--- src/source/stall_pkg.sv ---
// Stall mode and stall count definitions shared by both timers
// Random counts are masked by max_stall, so the LFSR never needs a divider

`default_nettype none

package stall_pkg;

   ////////////////////
   // Stall modes
   ////////////////////

   // Off gives zero stalls, standard uses the port value, random uses the LFSR
   typedef enum logic [1:0] {
      STALL_OFF      = 2'd0,
      STALL_STANDARD = 2'd1,
      STALL_RANDOM   = 2'd2
   } stall_mode_e;

   // Width of every stall count and of max_stall
   localparam int STALL_CNT_W = 8;

   ////////////////////
   // LFSR
   ////////////////////

   localparam int LFSR_W = 16;

   // Galois taps 16, 15, 13 and 4 seen from the right shifting side
   localparam logic [LFSR_W-1:0] LFSR_TAPS = 16'hD008;

   // One Galois step, the output bit folds back into the tap positions
   function automatic logic [LFSR_W-1:0] lfsr_next(input logic [LFSR_W-1:0] state);
      logic [LFSR_W-1:0] shifted;
      shifted = state >> 1;
      return state[0] ? (shifted ^ LFSR_TAPS) : shifted;
   endfunction

endpackage

`default_nettype wire

--- src/source/mem_bus_pkg.sv ---
// Definitions of the req/gnt/rvalid memory bus as seen by the stall unit
// Byte enables cover a 32 bit word only

`default_nettype none

package mem_bus_pkg;

   // One enable bit per byte of the data word
   localparam int BE_W = 4;

   ////////////////////
   // Request path FSM
   ////////////////////

   // Idle waits for a core request
   // Stall holds the request while the grant timer runs
   // Fwd shows the request to memory until it is granted
   typedef enum logic [1:0] {
      REQ_IDLE  = 2'd0,
      REQ_STALL = 2'd1,
      REQ_FWD   = 2'd2
   } req_state_e;

endpackage

`default_nettype wire

--- src/source/stall_timer.sv ---
// Loads a stall count by mode and counts it down; load_i must stay low while busy_o is high
// expired_o marks the last stall cycle, so a zero count expires in its load cycle

`timescale 1ns/1ps
`default_nettype none

module stall_timer
   import stall_pkg::*;
#(
   // Nonzero start value of the private LFSR
   parameter logic [LFSR_W-1:0] SEED = 16'hACE1
) (
   input  wire logic                   clk_i,
   input  wire logic                   rst_n_i,
   // Start a new stall
   input  wire logic                   load_i,
   input  wire stall_mode_e            mode_i,
   input  wire logic [STALL_CNT_W-1:0] fixed_cnt_i,
   input  wire logic [STALL_CNT_W-1:0] max_cnt_i,
   // High in the cycle the owner may act at the next edge
   output logic                        expired_o,
   output logic                        busy_o
);

   ////////////////////
   // State
   ////////////////////

   logic [STALL_CNT_W-1:0] cnt_q;
   logic                   active_q;
   logic [LFSR_W-1:0]      lfsr_q;

   // Count picked for the current load
   logic [STALL_CNT_W-1:0] load_cnt;

   ////////////////////
   // Count selection
   ////////////////////

   always_comb begin
      case (mode_i)
         STALL_STANDARD: begin
            load_cnt = fixed_cnt_i;
         end
         // Masking keeps the count at or below max_cnt_i
         STALL_RANDOM: begin
            load_cnt = lfsr_q[STALL_CNT_W-1:0] & max_cnt_i;
         end
         default: begin
            load_cnt = '0;
         end
      endcase
   end

   ////////////////////
   // Down counter
   ////////////////////

   always_ff @(posedge clk_i) begin
      if (!rst_n_i) begin
         cnt_q    <= '0;
         active_q <= 1'b0;
         lfsr_q   <= SEED;
      end else if (load_i) begin
         // LFSR steps on every load, whatever the mode
         lfsr_q   <= lfsr_next(lfsr_q);
         cnt_q    <= load_cnt;
         // Zero count never enters the counting phase
         active_q <= (load_cnt != '0);
      end else if (active_q) begin
         cnt_q    <= cnt_q - 1'b1;
         // Last stall cycle ends the counting phase
         active_q <= (cnt_q != STALL_CNT_W'(1));
      end
   end

   // Zero count expires at load, a count of N in the Nth cycle after load
   assign expired_o = load_i ? (load_cnt == '0)
                             : (active_q && (cnt_q == STALL_CNT_W'(1)));

   assign busy_o = active_q;

   ////////////////////
   // Checks
   ////////////////////

   // Owner waits for the running stall before starting another
   a_no_load_while_busy: assert property (
      @(posedge clk_i) disable iff (!rst_n_i)
      busy_o |-> !load_i
   );

endmodule

`default_nettype wire

--- src/source/req_stall_path.sv ---
// Delays each core request by the grant stall count before it reaches memory
// Core must hold its request steady until grant_core_o; at most RESP_DEPTH stay outstanding

`timescale 1ns/1ps
`default_nettype none

module req_stall_path
   import stall_pkg::*;
   import mem_bus_pkg::*;
#(
   parameter int                ADDR_WIDTH = 32,
   parameter int                DATA_WIDTH = 32,
   parameter int                RESP_DEPTH = 4,
   parameter logic [LFSR_W-1:0] SEED       = 16'hACE1
) (
   input  wire logic                   clk_i,
   input  wire logic                   rst_n_i,
   // Core request
   input  wire logic                   req_core_i,
   input  wire logic [ADDR_WIDTH-1:0]  addr_core_i,
   input  wire logic                   we_core_i,
   input  wire logic [BE_W-1:0]        be_core_i,
   input  wire logic [DATA_WIDTH-1:0]  wdata_core_i,
   output logic                        grant_core_o,
   // Memory request
   output logic                        req_mem_o,
   output logic [ADDR_WIDTH-1:0]       addr_mem_o,
   output logic                        we_mem_o,
   output logic [BE_W-1:0]             be_mem_o,
   output logic [DATA_WIDTH-1:0]       wdata_mem_o,
   input  wire logic                   grant_mem_i,
   // Pulse per response released to the core
   input  wire logic                   resp_done_i,
   // Configuration
   input  wire stall_mode_e            mode_i,
   input  wire logic [STALL_CNT_W-1:0] gnt_stall_i,
   input  wire logic [STALL_CNT_W-1:0] max_stall_i
);

   localparam int OUT_W = $clog2(RESP_DEPTH + 1);

   req_state_e             state_q;
   req_state_e             state_d;
   logic [OUT_W-1:0]       outstanding_q;
   logic                   room;
   logic                   gnt_load;
   logic                   gnt_expired;

   // Held request, valid from load until grant
   logic [ADDR_WIDTH-1:0]  addr_q;
   logic                   we_q;
   logic [BE_W-1:0]        be_q;
   logic [DATA_WIDTH-1:0]  wdata_q;

   ////////////////////
   // Grant timer
   ////////////////////

   // New request is only taken while the response buffer has room
   assign room     = (outstanding_q < OUT_W'(RESP_DEPTH));
   assign gnt_load = (state_q == REQ_IDLE) && req_core_i && room;

   stall_timer #(
      .SEED (SEED)
   ) stall_timer_i (
      .clk_i       (clk_i),
      .rst_n_i     (rst_n_i),
      .load_i      (gnt_load),
      .mode_i      (mode_i),
      .fixed_cnt_i (gnt_stall_i),
      .max_cnt_i   (max_stall_i),
      .expired_o   (gnt_expired),
      .busy_o      ()
   );

   ////////////////////
   // FSM
   ////////////////////

   always_comb begin
      state_d = state_q;
      case (state_q)
         REQ_IDLE: begin
            // Zero stall skips the stall state
            if (gnt_load) begin
               state_d = gnt_expired ? REQ_FWD : REQ_STALL;
            end
         end
         REQ_STALL: begin
            if (gnt_expired) begin
               state_d = REQ_FWD;
            end
         end
         REQ_FWD: begin
            // Memory may withhold grant for any number of cycles
            if (grant_mem_i) begin
               state_d = REQ_IDLE;
            end
         end
         default: begin
            state_d = REQ_IDLE;
         end
      endcase
   end

   always_ff @(posedge clk_i) begin
      if (!rst_n_i) begin
         state_q <= REQ_IDLE;
      end else begin
         state_q <= state_d;
      end
   end

   // Capture the request once, core keeps it stable anyway
   always_ff @(posedge clk_i) begin
      if (gnt_load) begin
         addr_q  <= addr_core_i;
         we_q    <= we_core_i;
         be_q    <= be_core_i;
         wdata_q <= wdata_core_i;
      end
   end

   ////////////////////
   // Outstanding count
   ////////////////////

   always_ff @(posedge clk_i) begin
      if (!rst_n_i) begin
         outstanding_q <= '0;
      end else begin
         case ({grant_core_o, resp_done_i})
            2'b10:   outstanding_q <= outstanding_q + 1'b1;
            2'b01:   outstanding_q <= outstanding_q - 1'b1;
            default: outstanding_q <= outstanding_q;
         endcase
      end
   end

   // Core and memory grants fall in the same cycle
   assign grant_core_o = grant_mem_i && (state_q == REQ_FWD);

   assign req_mem_o   = (state_q == REQ_FWD);
   assign addr_mem_o  = addr_q;
   assign we_mem_o    = we_q;
   assign be_mem_o    = be_q;
   assign wdata_mem_o = wdata_q;

   ////////////////////
   // Checks
   ////////////////////

   a_outstanding_bound: assert property (
      @(posedge clk_i) disable iff (!rst_n_i)
      outstanding_q <= OUT_W'(RESP_DEPTH)
   );

endmodule

`default_nettype wire

--- src/source/resp_stall_path.sv ---
// Buffers memory responses in order and releases each after its own stall count
// Buffer holds RESP_DEPTH words; the request path keeps memory from overrunning it

`timescale 1ns/1ps
`default_nettype none

module resp_stall_path
   import stall_pkg::*;
#(
   parameter int                DATA_WIDTH = 32,
   parameter int                RESP_DEPTH = 4,
   parameter logic [LFSR_W-1:0] SEED       = 16'h5EED
) (
   input  wire logic                   clk_i,
   input  wire logic                   rst_n_i,
   // Memory response, one cycle per transaction
   input  wire logic                   rvalid_mem_i,
   input  wire logic [DATA_WIDTH-1:0]  rdata_mem_i,
   // Delayed response to the core
   output logic                        rvalid_core_o,
   output logic [DATA_WIDTH-1:0]       rdata_core_o,
   // Configuration
   input  wire stall_mode_e            mode_i,
   input  wire logic [STALL_CNT_W-1:0] valid_stall_i,
   input  wire logic [STALL_CNT_W-1:0] max_stall_i
);

   localparam int PTR_W = (RESP_DEPTH > 1) ? $clog2(RESP_DEPTH) : 1;
   localparam int CNT_W = $clog2(RESP_DEPTH + 1);

   logic [DATA_WIDTH-1:0] buf_q [RESP_DEPTH];
   logic [PTR_W-1:0]      wr_ptr_q;
   logic [PTR_W-1:0]      rd_ptr_q;
   logic [CNT_W-1:0]      count_q;
   logic                  push;
   logic                  pop;
   logic                  resp_load;
   logic                  resp_expired;
   logic                  resp_busy;

   // Circular pointer step
   function automatic logic [PTR_W-1:0] ptr_inc(input logic [PTR_W-1:0] ptr);
      if (ptr == PTR_W'(RESP_DEPTH - 1)) begin
         return '0;
      end
      return ptr + 1'b1;
   endfunction

   ////////////////////
   // Response timer
   ////////////////////

   // Head entry gets its count once the previous one has left
   assign resp_load = (count_q != '0) && !resp_busy;

   stall_timer #(
      .SEED (SEED)
   ) stall_timer_i (
      .clk_i       (clk_i),
      .rst_n_i     (rst_n_i),
      .load_i      (resp_load),
      .mode_i      (mode_i),
      .fixed_cnt_i (valid_stall_i),
      .max_cnt_i   (max_stall_i),
      .expired_o   (resp_expired),
      .busy_o      (resp_busy)
   );

   assign push = rvalid_mem_i;
   assign pop  = resp_expired;

   ////////////////////
   // Buffer
   ////////////////////

   // Data words only, validity lives in count_q
   always_ff @(posedge clk_i) begin
      if (push) begin
         buf_q[wr_ptr_q] <= rdata_mem_i;
      end
   end

   always_ff @(posedge clk_i) begin
      if (!rst_n_i) begin
         wr_ptr_q <= '0;
         rd_ptr_q <= '0;
         count_q  <= '0;
      end else begin
         if (push) begin
            wr_ptr_q <= ptr_inc(wr_ptr_q);
         end
         if (pop) begin
            rd_ptr_q <= ptr_inc(rd_ptr_q);
         end
         case ({push, pop})
            2'b10:   count_q <= count_q + 1'b1;
            2'b01:   count_q <= count_q - 1'b1;
            default: count_q <= count_q;
         endcase
      end
   end

   // Release is the expiry pulse itself, data from the head
   assign rvalid_core_o = pop;
   assign rdata_core_o  = buf_q[rd_ptr_q];

   ////////////////////
   // Checks
   ////////////////////

   a_no_write_when_full: assert property (
      @(posedge clk_i) disable iff (!rst_n_i)
      (count_q == CNT_W'(RESP_DEPTH)) |-> !rvalid_mem_i
   );

endmodule

`default_nettype wire

--- src/source/mem_stall_top.sv ---
// Stall unit between a core port and a memory port of a req/gnt/rvalid bus
// Configuration levels may change only while no request is pending

`timescale 1ns/1ps
`default_nettype none

module mem_stall_top
   import stall_pkg::*;
   import mem_bus_pkg::*;
#(
   parameter int                ADDR_WIDTH  = 32,
   parameter int                DATA_WIDTH  = 32,
   // Outstanding limit and response buffer depth
   parameter int                RESP_DEPTH  = 4,
   // Distinct seeds keep the two timers out of step
   parameter logic [LFSR_W-1:0] GNT_SEED    = 16'hACE1,
   parameter logic [LFSR_W-1:0] RVALID_SEED = 16'h5EED
) (
   input  wire logic                   clk_i,
   input  wire logic                   rst_n_i,
   // Core port
   input  wire logic                   req_core_i,
   input  wire logic [ADDR_WIDTH-1:0]  addr_core_i,
   input  wire logic                   we_core_i,
   input  wire logic [BE_W-1:0]        be_core_i,
   input  wire logic [DATA_WIDTH-1:0]  wdata_core_i,
   output logic                        grant_core_o,
   output logic                        rvalid_core_o,
   output logic [DATA_WIDTH-1:0]       rdata_core_o,
   // Memory port
   output logic                        req_mem_o,
   output logic [ADDR_WIDTH-1:0]       addr_mem_o,
   output logic                        we_mem_o,
   output logic [BE_W-1:0]             be_mem_o,
   output logic [DATA_WIDTH-1:0]       wdata_mem_o,
   input  wire logic                   grant_mem_i,
   input  wire logic                   rvalid_mem_i,
   input  wire logic [DATA_WIDTH-1:0]  rdata_mem_i,
   // Configuration
   input  wire stall_mode_e            stall_mode_i,
   input  wire logic [STALL_CNT_W-1:0] gnt_stall_i,
   input  wire logic [STALL_CNT_W-1:0] valid_stall_i,
   input  wire logic [STALL_CNT_W-1:0] max_stall_i
);

   ////////////////////
   // Request side
   ////////////////////

   // Each released response frees one outstanding slot
   req_stall_path #(
      .ADDR_WIDTH (ADDR_WIDTH),
      .DATA_WIDTH (DATA_WIDTH),
      .RESP_DEPTH (RESP_DEPTH),
      .SEED       (GNT_SEED)
   ) req_stall_path_i (
      .clk_i        (clk_i),
      .rst_n_i      (rst_n_i),
      .req_core_i   (req_core_i),
      .addr_core_i  (addr_core_i),
      .we_core_i    (we_core_i),
      .be_core_i    (be_core_i),
      .wdata_core_i (wdata_core_i),
      .grant_core_o (grant_core_o),
      .req_mem_o    (req_mem_o),
      .addr_mem_o   (addr_mem_o),
      .we_mem_o     (we_mem_o),
      .be_mem_o     (be_mem_o),
      .wdata_mem_o  (wdata_mem_o),
      .grant_mem_i  (grant_mem_i),
      .resp_done_i  (rvalid_core_o),
      .mode_i       (stall_mode_i),
      .gnt_stall_i  (gnt_stall_i),
      .max_stall_i  (max_stall_i)
   );

   ////////////////////
   // Response side
   ////////////////////

   resp_stall_path #(
      .DATA_WIDTH (DATA_WIDTH),
      .RESP_DEPTH (RESP_DEPTH),
      .SEED       (RVALID_SEED)
   ) resp_stall_path_i (
      .clk_i         (clk_i),
      .rst_n_i       (rst_n_i),
      .rvalid_mem_i  (rvalid_mem_i),
      .rdata_mem_i   (rdata_mem_i),
      .rvalid_core_o (rvalid_core_o),
      .rdata_core_o  (rdata_core_o),
      .mode_i        (stall_mode_i),
      .valid_stall_i (valid_stall_i),
      .max_stall_i   (max_stall_i)
   );

endmodule

`default_nettype wire

--- config.mk ---
export PLATFORM = sky130hd
export DESIGN_NAME = mem_stall_top
export DESIGN_NICKNAME = d
export VERILOG_FILES = /design/src/source/stall_pkg.sv /design/src/source/mem_bus_pkg.sv /design/src/source/stall_timer.sv /design/src/source/req_stall_path.sv /design/src/source/resp_stall_path.sv /design/src/source/mem_stall_top.sv
export SDC_FILE = /design/constraint.sdc
export NUM_CORES = 1
export LEC_CHECK = 0
export BUFFER_PORTS_ARGS = -buffer_cell sky130_fd_sc_hd__buf_2
export CORE_MARGIN = 4
export CORE_UTILIZATION = 57
export CTS_BUF_LIST = sky130_fd_sc_hd__clkbuf_2
export CTS_CLUSTER_DIAMETER = 50
export CTS_CLUSTER_SIZE = 8
export DETAILED_ROUTE_END_ITERATION = 16
export HOLD_SLACK_MARGIN = 0.1
export PLACE_DENSITY = 0.84
export SLEW_MARGIN = 20
export SYNTH_ARGS = -nofsm -noshare
export SYNTH_HDL_FRONTEND = slang
export SYNTH_SLANG_ARGS = --single-unit
--- constraint.sdc ---
create_clock -name clk_i -period 9.9 [get_ports clk_i]
set_clock_uncertainty 0.1 [all_clocks]
set_input_delay 0 -clock clk_i [delete_from_list [all_inputs] [get_ports clk_i]]
set_output_delay 0 -clock clk_i [all_outputs]
set_load 0.02 [all_outputs]
==> results of run 1 <==
metrics by stage:
step | hold WS, ns | instances | util, %
after floorplan | -0.00113 | 623 | -
after global placement | 0.0770 | 1052 | 67.2
after detailed placement | 0.0783 | 1052 | 67.2
synth_stat cells (all sizes together), types with 2 or more instances:
cell      n  area share, %
edfxtp  197             60
nand2    75            2.8
dfxtp    64             13
mux4     32            7.3
clkbuf   27            1.0
nand3    21            1.1
inv      18           0.68
o21ai    18           0.95
a21boi   16            1.2
a32oi    16            1.4
nor2     15           0.57
ha       13            1.6
xnor2    11           0.98
nor3     10           0.51
and2      9           0.57
a21oi     8           0.41
buf       8           0.38
o211a     7           0.71
nor2b     6           0.38
mux2i     4           0.41
nand4     4           0.25
o211ai    4           0.30
o21a      4           0.30
xor2      4           0.35
nor4      3           0.25
o311a     3           0.30
or3       3           0.19
a211oi    2           0.15
and3      2           0.13
fa        2           0.41
o31ai     2           0.20
logic make-up after synthesis:
group / count (synthesis)
AOI/OAI and AO/OA: 87
xor gates and xnor gates: 15
adders and majority gates: 15
buffers and inverters: 54
DFF: 261
muxes: 36
and+or+nand+nor: 155
==> results.cfg, run 1 <==
[run_status]
status = stopped before the end
lastStage = 4_1_cts
tool.error = [ERROR RSZ-0060] Max buffer count reached.

[logic_synthesis]
ys_warn_count = 0
ys_ff_latch = 261
synth_ff_type = edfxtp_1
synth_fa_ha_area_share_pct = 2.05
synth-xor-area-share_pct = 1.33
synth_top_family_by_area = multiplexers
synth_nets = 770
synth-edff-count = 197
syn_area_mm2 = 0.00988
synth-simple-area-share_pct = 7.34
yosysUniqueCellTypes = 51
synthArstFlopShare_pct = 0
synth-compound-area-share_pct = 6.60
syn_inst = 623
syn_area_per_cell_um2 = 15.9
seq_area_frac_synth_pct = 72.8
synth.area.mux_share_pct = 7.70

[clock_tree]
hold_buffers = 226
ctsResizeCount = 0
ctsLongestPathBuffers = 3
cts_setup_buffers = 0
cts_made_buffers = 39
cts_max_level = 2
cts.sink_count = 261
cts-root-buf = clkbuf_2

[placement]
dpl-instance-area_mm2 = 0.0113
gp_congestion = 0.896
io_buffers = 235
dp_hpwl_um = 14800
post-place-ws_ns = 6.77

[floorplanning]
die_width_um = 140
ioPinCount = 236
die_h_um = 140
initial_core_util_pct = 59.0
rows = 47
==> run 2: changes to the inputs <==
--- a/config.mk
+++ b/config.mk
@@ -7,13 +7,9 @@
 export LEC_CHECK = 0
 export BUFFER_PORTS_ARGS = -buffer_cell sky130_fd_sc_hd__buf_2
 export CORE_MARGIN = 4
-export CORE_UTILIZATION = 57
-export CTS_BUF_LIST = sky130_fd_sc_hd__clkbuf_2
-export CTS_CLUSTER_DIAMETER = 50
-export CTS_CLUSTER_SIZE = 8
+export CORE_UTILIZATION = 40
 export DETAILED_ROUTE_END_ITERATION = 16
-export HOLD_SLACK_MARGIN = 0.1
-export PLACE_DENSITY = 0.84
+export PLACE_DENSITY_LB_ADDON = 0.15
 export SLEW_MARGIN = 20
 export SYNTH_ARGS = -nofsm -noshare
 export SYNTH_HDL_FRONTEND = slang
==> results.cfg, run 2 <==
[timing]
relSlewSlack_pct = 38.6
setup_slack_ns = 6.80
fin_crit_ns = 3.10
fmax_mhz = 323
tns_ns = 0
drv_slew = 0
worstMarginPinSlew_ns = 0.921
setup_violations = 0
rsz0062_at_grt = no
fin_crit_sh_pct = 31.3
finalHoldViolations = 0

[clock_tree]
cts_setup_buffers = 0
ctsResizeCount = 0
cts_made_buffers = 28
cts_max_level = 1
cts-root-buf = clkbuf_16
cts.sink_count = 261
clk_latency_ns = 0.54
ctsLongestPathBuffers = 3
clkSlewWorstSetupHoldPaths_ns = 0.06
hold_buffers = 134
cts_tree = built

[route]
ant_nets = 0
drtIter0Drc = 383
routedWlPerCell_um = 17.9
vias_per_cell = 4.97
routed_wirelength_um = 23800
vias = 6640
remaining_drc_errors = 0
drt_pass1_iterations = 5

[worst_setup_path]
crit_path_max_incr_delay_ns = 0.51
worstSetupEndpointType = flop
critical_path.cell_chain = a32oi_1, a21oi_1, nor4_2, a21boi_1, inv_1, ha_1, inv_1, fa_1, xor2_1, or3_1, a21boi_0
cpMostUsedCell = inv_1
cp-start-kind = flop
path_max_fanout = 6
critPathKind = flop to flop
cp.required_ns = 10.26
cp.arrival_ns = 3.45
critPathSlowestCell = nor4_2

[floorplanning]
initial_core_util_pct = 40.6
ioPinCount = 236
rows = 57
coreArea_mm2 = 0.0243
die_width_um = 165
die_h_um = 165
dieArea_mm2 = 0.0273

[global_routing]
antenna_found_initial = 1
grt_overflow = 0
grt_max_degree = 70
grt_pass1_wl_um = 37100
grt_pass1_vias = 7119
grt_usage_pct = 17.2

[logic_synthesis]
yosysTopAreaCellShare_pct = 59.9
syn_area_per_cell_um2 = 15.9
ys_warn_count = 0
ys_ff_latch = 261
yosysUniqueCellTypes = 51
syn_inst = 623
synth_top_area_cell = edfxtp_1
synth_nets = 770
synth_ff_type = edfxtp_1
syn_area_mm2 = 0.00988
synth-edff-count = 197
yosysMostFrequentCell = edfxtp_1
synthArstFlopShare_pct = 0
synthTopCellsByCount = edfxtp_1, nand2_1, dfxtp_1
seq_area_frac_synth_pct = 72.8
synthTopCellsByArea = edfxtp_1, dfxtp_1, mux4_2

[placement]
dp_hpwl_um = 15100
post-place-ws_ns = 6.59
dpl-instance-area_mm2 = 0.0114
gp_congestion = 0.881
io_buffers = 235

[final_layout]
area_growth_pct = 37.8
nNetsFinal = 1138
final_util_pct = 56.0
drive_above_1_share_pct = 31.8
largest_reg_flops = 128
regMostFlops = resp_stall_path_i.buf_q
final_area_mm2 = 0.0136
fill_cells = 2008
layout_common_cells = buf_2, edfxtp_1, dlygate4sd3_1
final_common_cell = buf_2

[power]
total_power_w = 0.00345
ir_worst_vdd_mv = 0.190
leakagePower_nw = 5.24
power_density_mw_per_mm2 = 254

[worst_hold_path]
min_path_type = input port to flop

[run_status]
status = finished, final reports clean

[run]
maxCapViolations = 0
## run 2: cell families (layout without fill, tap and decap cells)
logic type               count (synthesis)  count (layout)  share of synthesized area (%)
AO/OA/AOI/OAI                           87              87                           6.60
XOR/XNOR                                15              15                           1.33
adder cells (fa/ha/maj)                 15              15                           2.05
buffers and inverters                   54             442                           2.14
flip-flops                             261             261                           72.8
multiplexers                            36              36                           7.70
other                                    0               1                              0
AND/OR/NAND/NOR                        155             155                           7.34
## run 2: final cells by class
type / instances / area [µm²] / area share [%]
sequential: 261 / 7200 / 52.9
timing repair buffer: 373 / 2550 / 18.7
multi-input combinational: 308 / 2480 / 18.2
clock buffer: 35 / 727 / 5.34
tap: 324 / 405 / 2.98
clock inverter: 15 / 183 / 1.34
inverter: 19 / 72.6 / 0.533
antenna: 1 / 2.50 / 0.0184
## run 2: final timing paths
| path | endpoint | slack [ns] | cells past startpoint | start |
|---|---|---|---|---|
| min | req_stall_path_i.stall_timer_i.cnt_q[3] | 0.03 | 4 | max_stall_i[3] |
| max reg2reg | resp_stall_path_i.count_q[2] | 6.80 | 11 | resp_stall_path_i.stall_timer_i.lfsr_q[0] |
| min reg2reg | req_stall_path_i.stall_timer_i.lfsr_q[11] | 0.37 | 2 | req_stall_path_i.stall_timer_i.lfsr_q[12] |
| max | resp_stall_path_i.count_q[2] | 6.80 | 11 | resp_stall_path_i.stall_timer_i.lfsr_q[0] |
## run 2: where the power goes
part,leakage [nW],switching (W),total [W],internal [W]
sequential,2.36,0.000105,0.00146,0.00135
clock,0.437,0.000409,0.00103,0.000622
combinational,2.44,0.000568,0.000962,0.000394
total,5.24,0.00108,0.00345,0.00237
## run 2: worst max-delay path, delay by kind of cell (launching register included)
family / cells / cell delay [ns]
AO/OA/AOI/OAI: 4 / 0.73
XOR/XNOR: 1 / 0.17
adder cells (fa/ha/maj): 2 / 0.57
buffers and inverters: 2 / 0.21
flip-flops: 1 / 0.39
AND/OR/NAND/NOR: 2 / 0.84
## run 2: per-layer routing
| layer | track usage [%] | vias to the layer above | share of wire [%] |
|---|---|---|---|
| met5 | 0 | - | 0 |
| met2 | 32.1 | 177 | 54 |
| met3 | 2.71 | 57 | 4.8 |
| li1 | - | 3113 | - |
| met4 | 5.94 | 0 | 2.9 |
| met1 | 20.1 | 3293 | 39 |
## run 2: per-stage QoR
stage / hold WS (ns) / cells
finish: 0.0310 / 1336
global route: 0.0548 / 1336
CTS: 0.000493 / 1335
detailed placement: 0.0782 / 1151
global placement: 0.0770 / 1151
floorplan: -0.00113 / 623
Power figures use the tool's default switching activity.
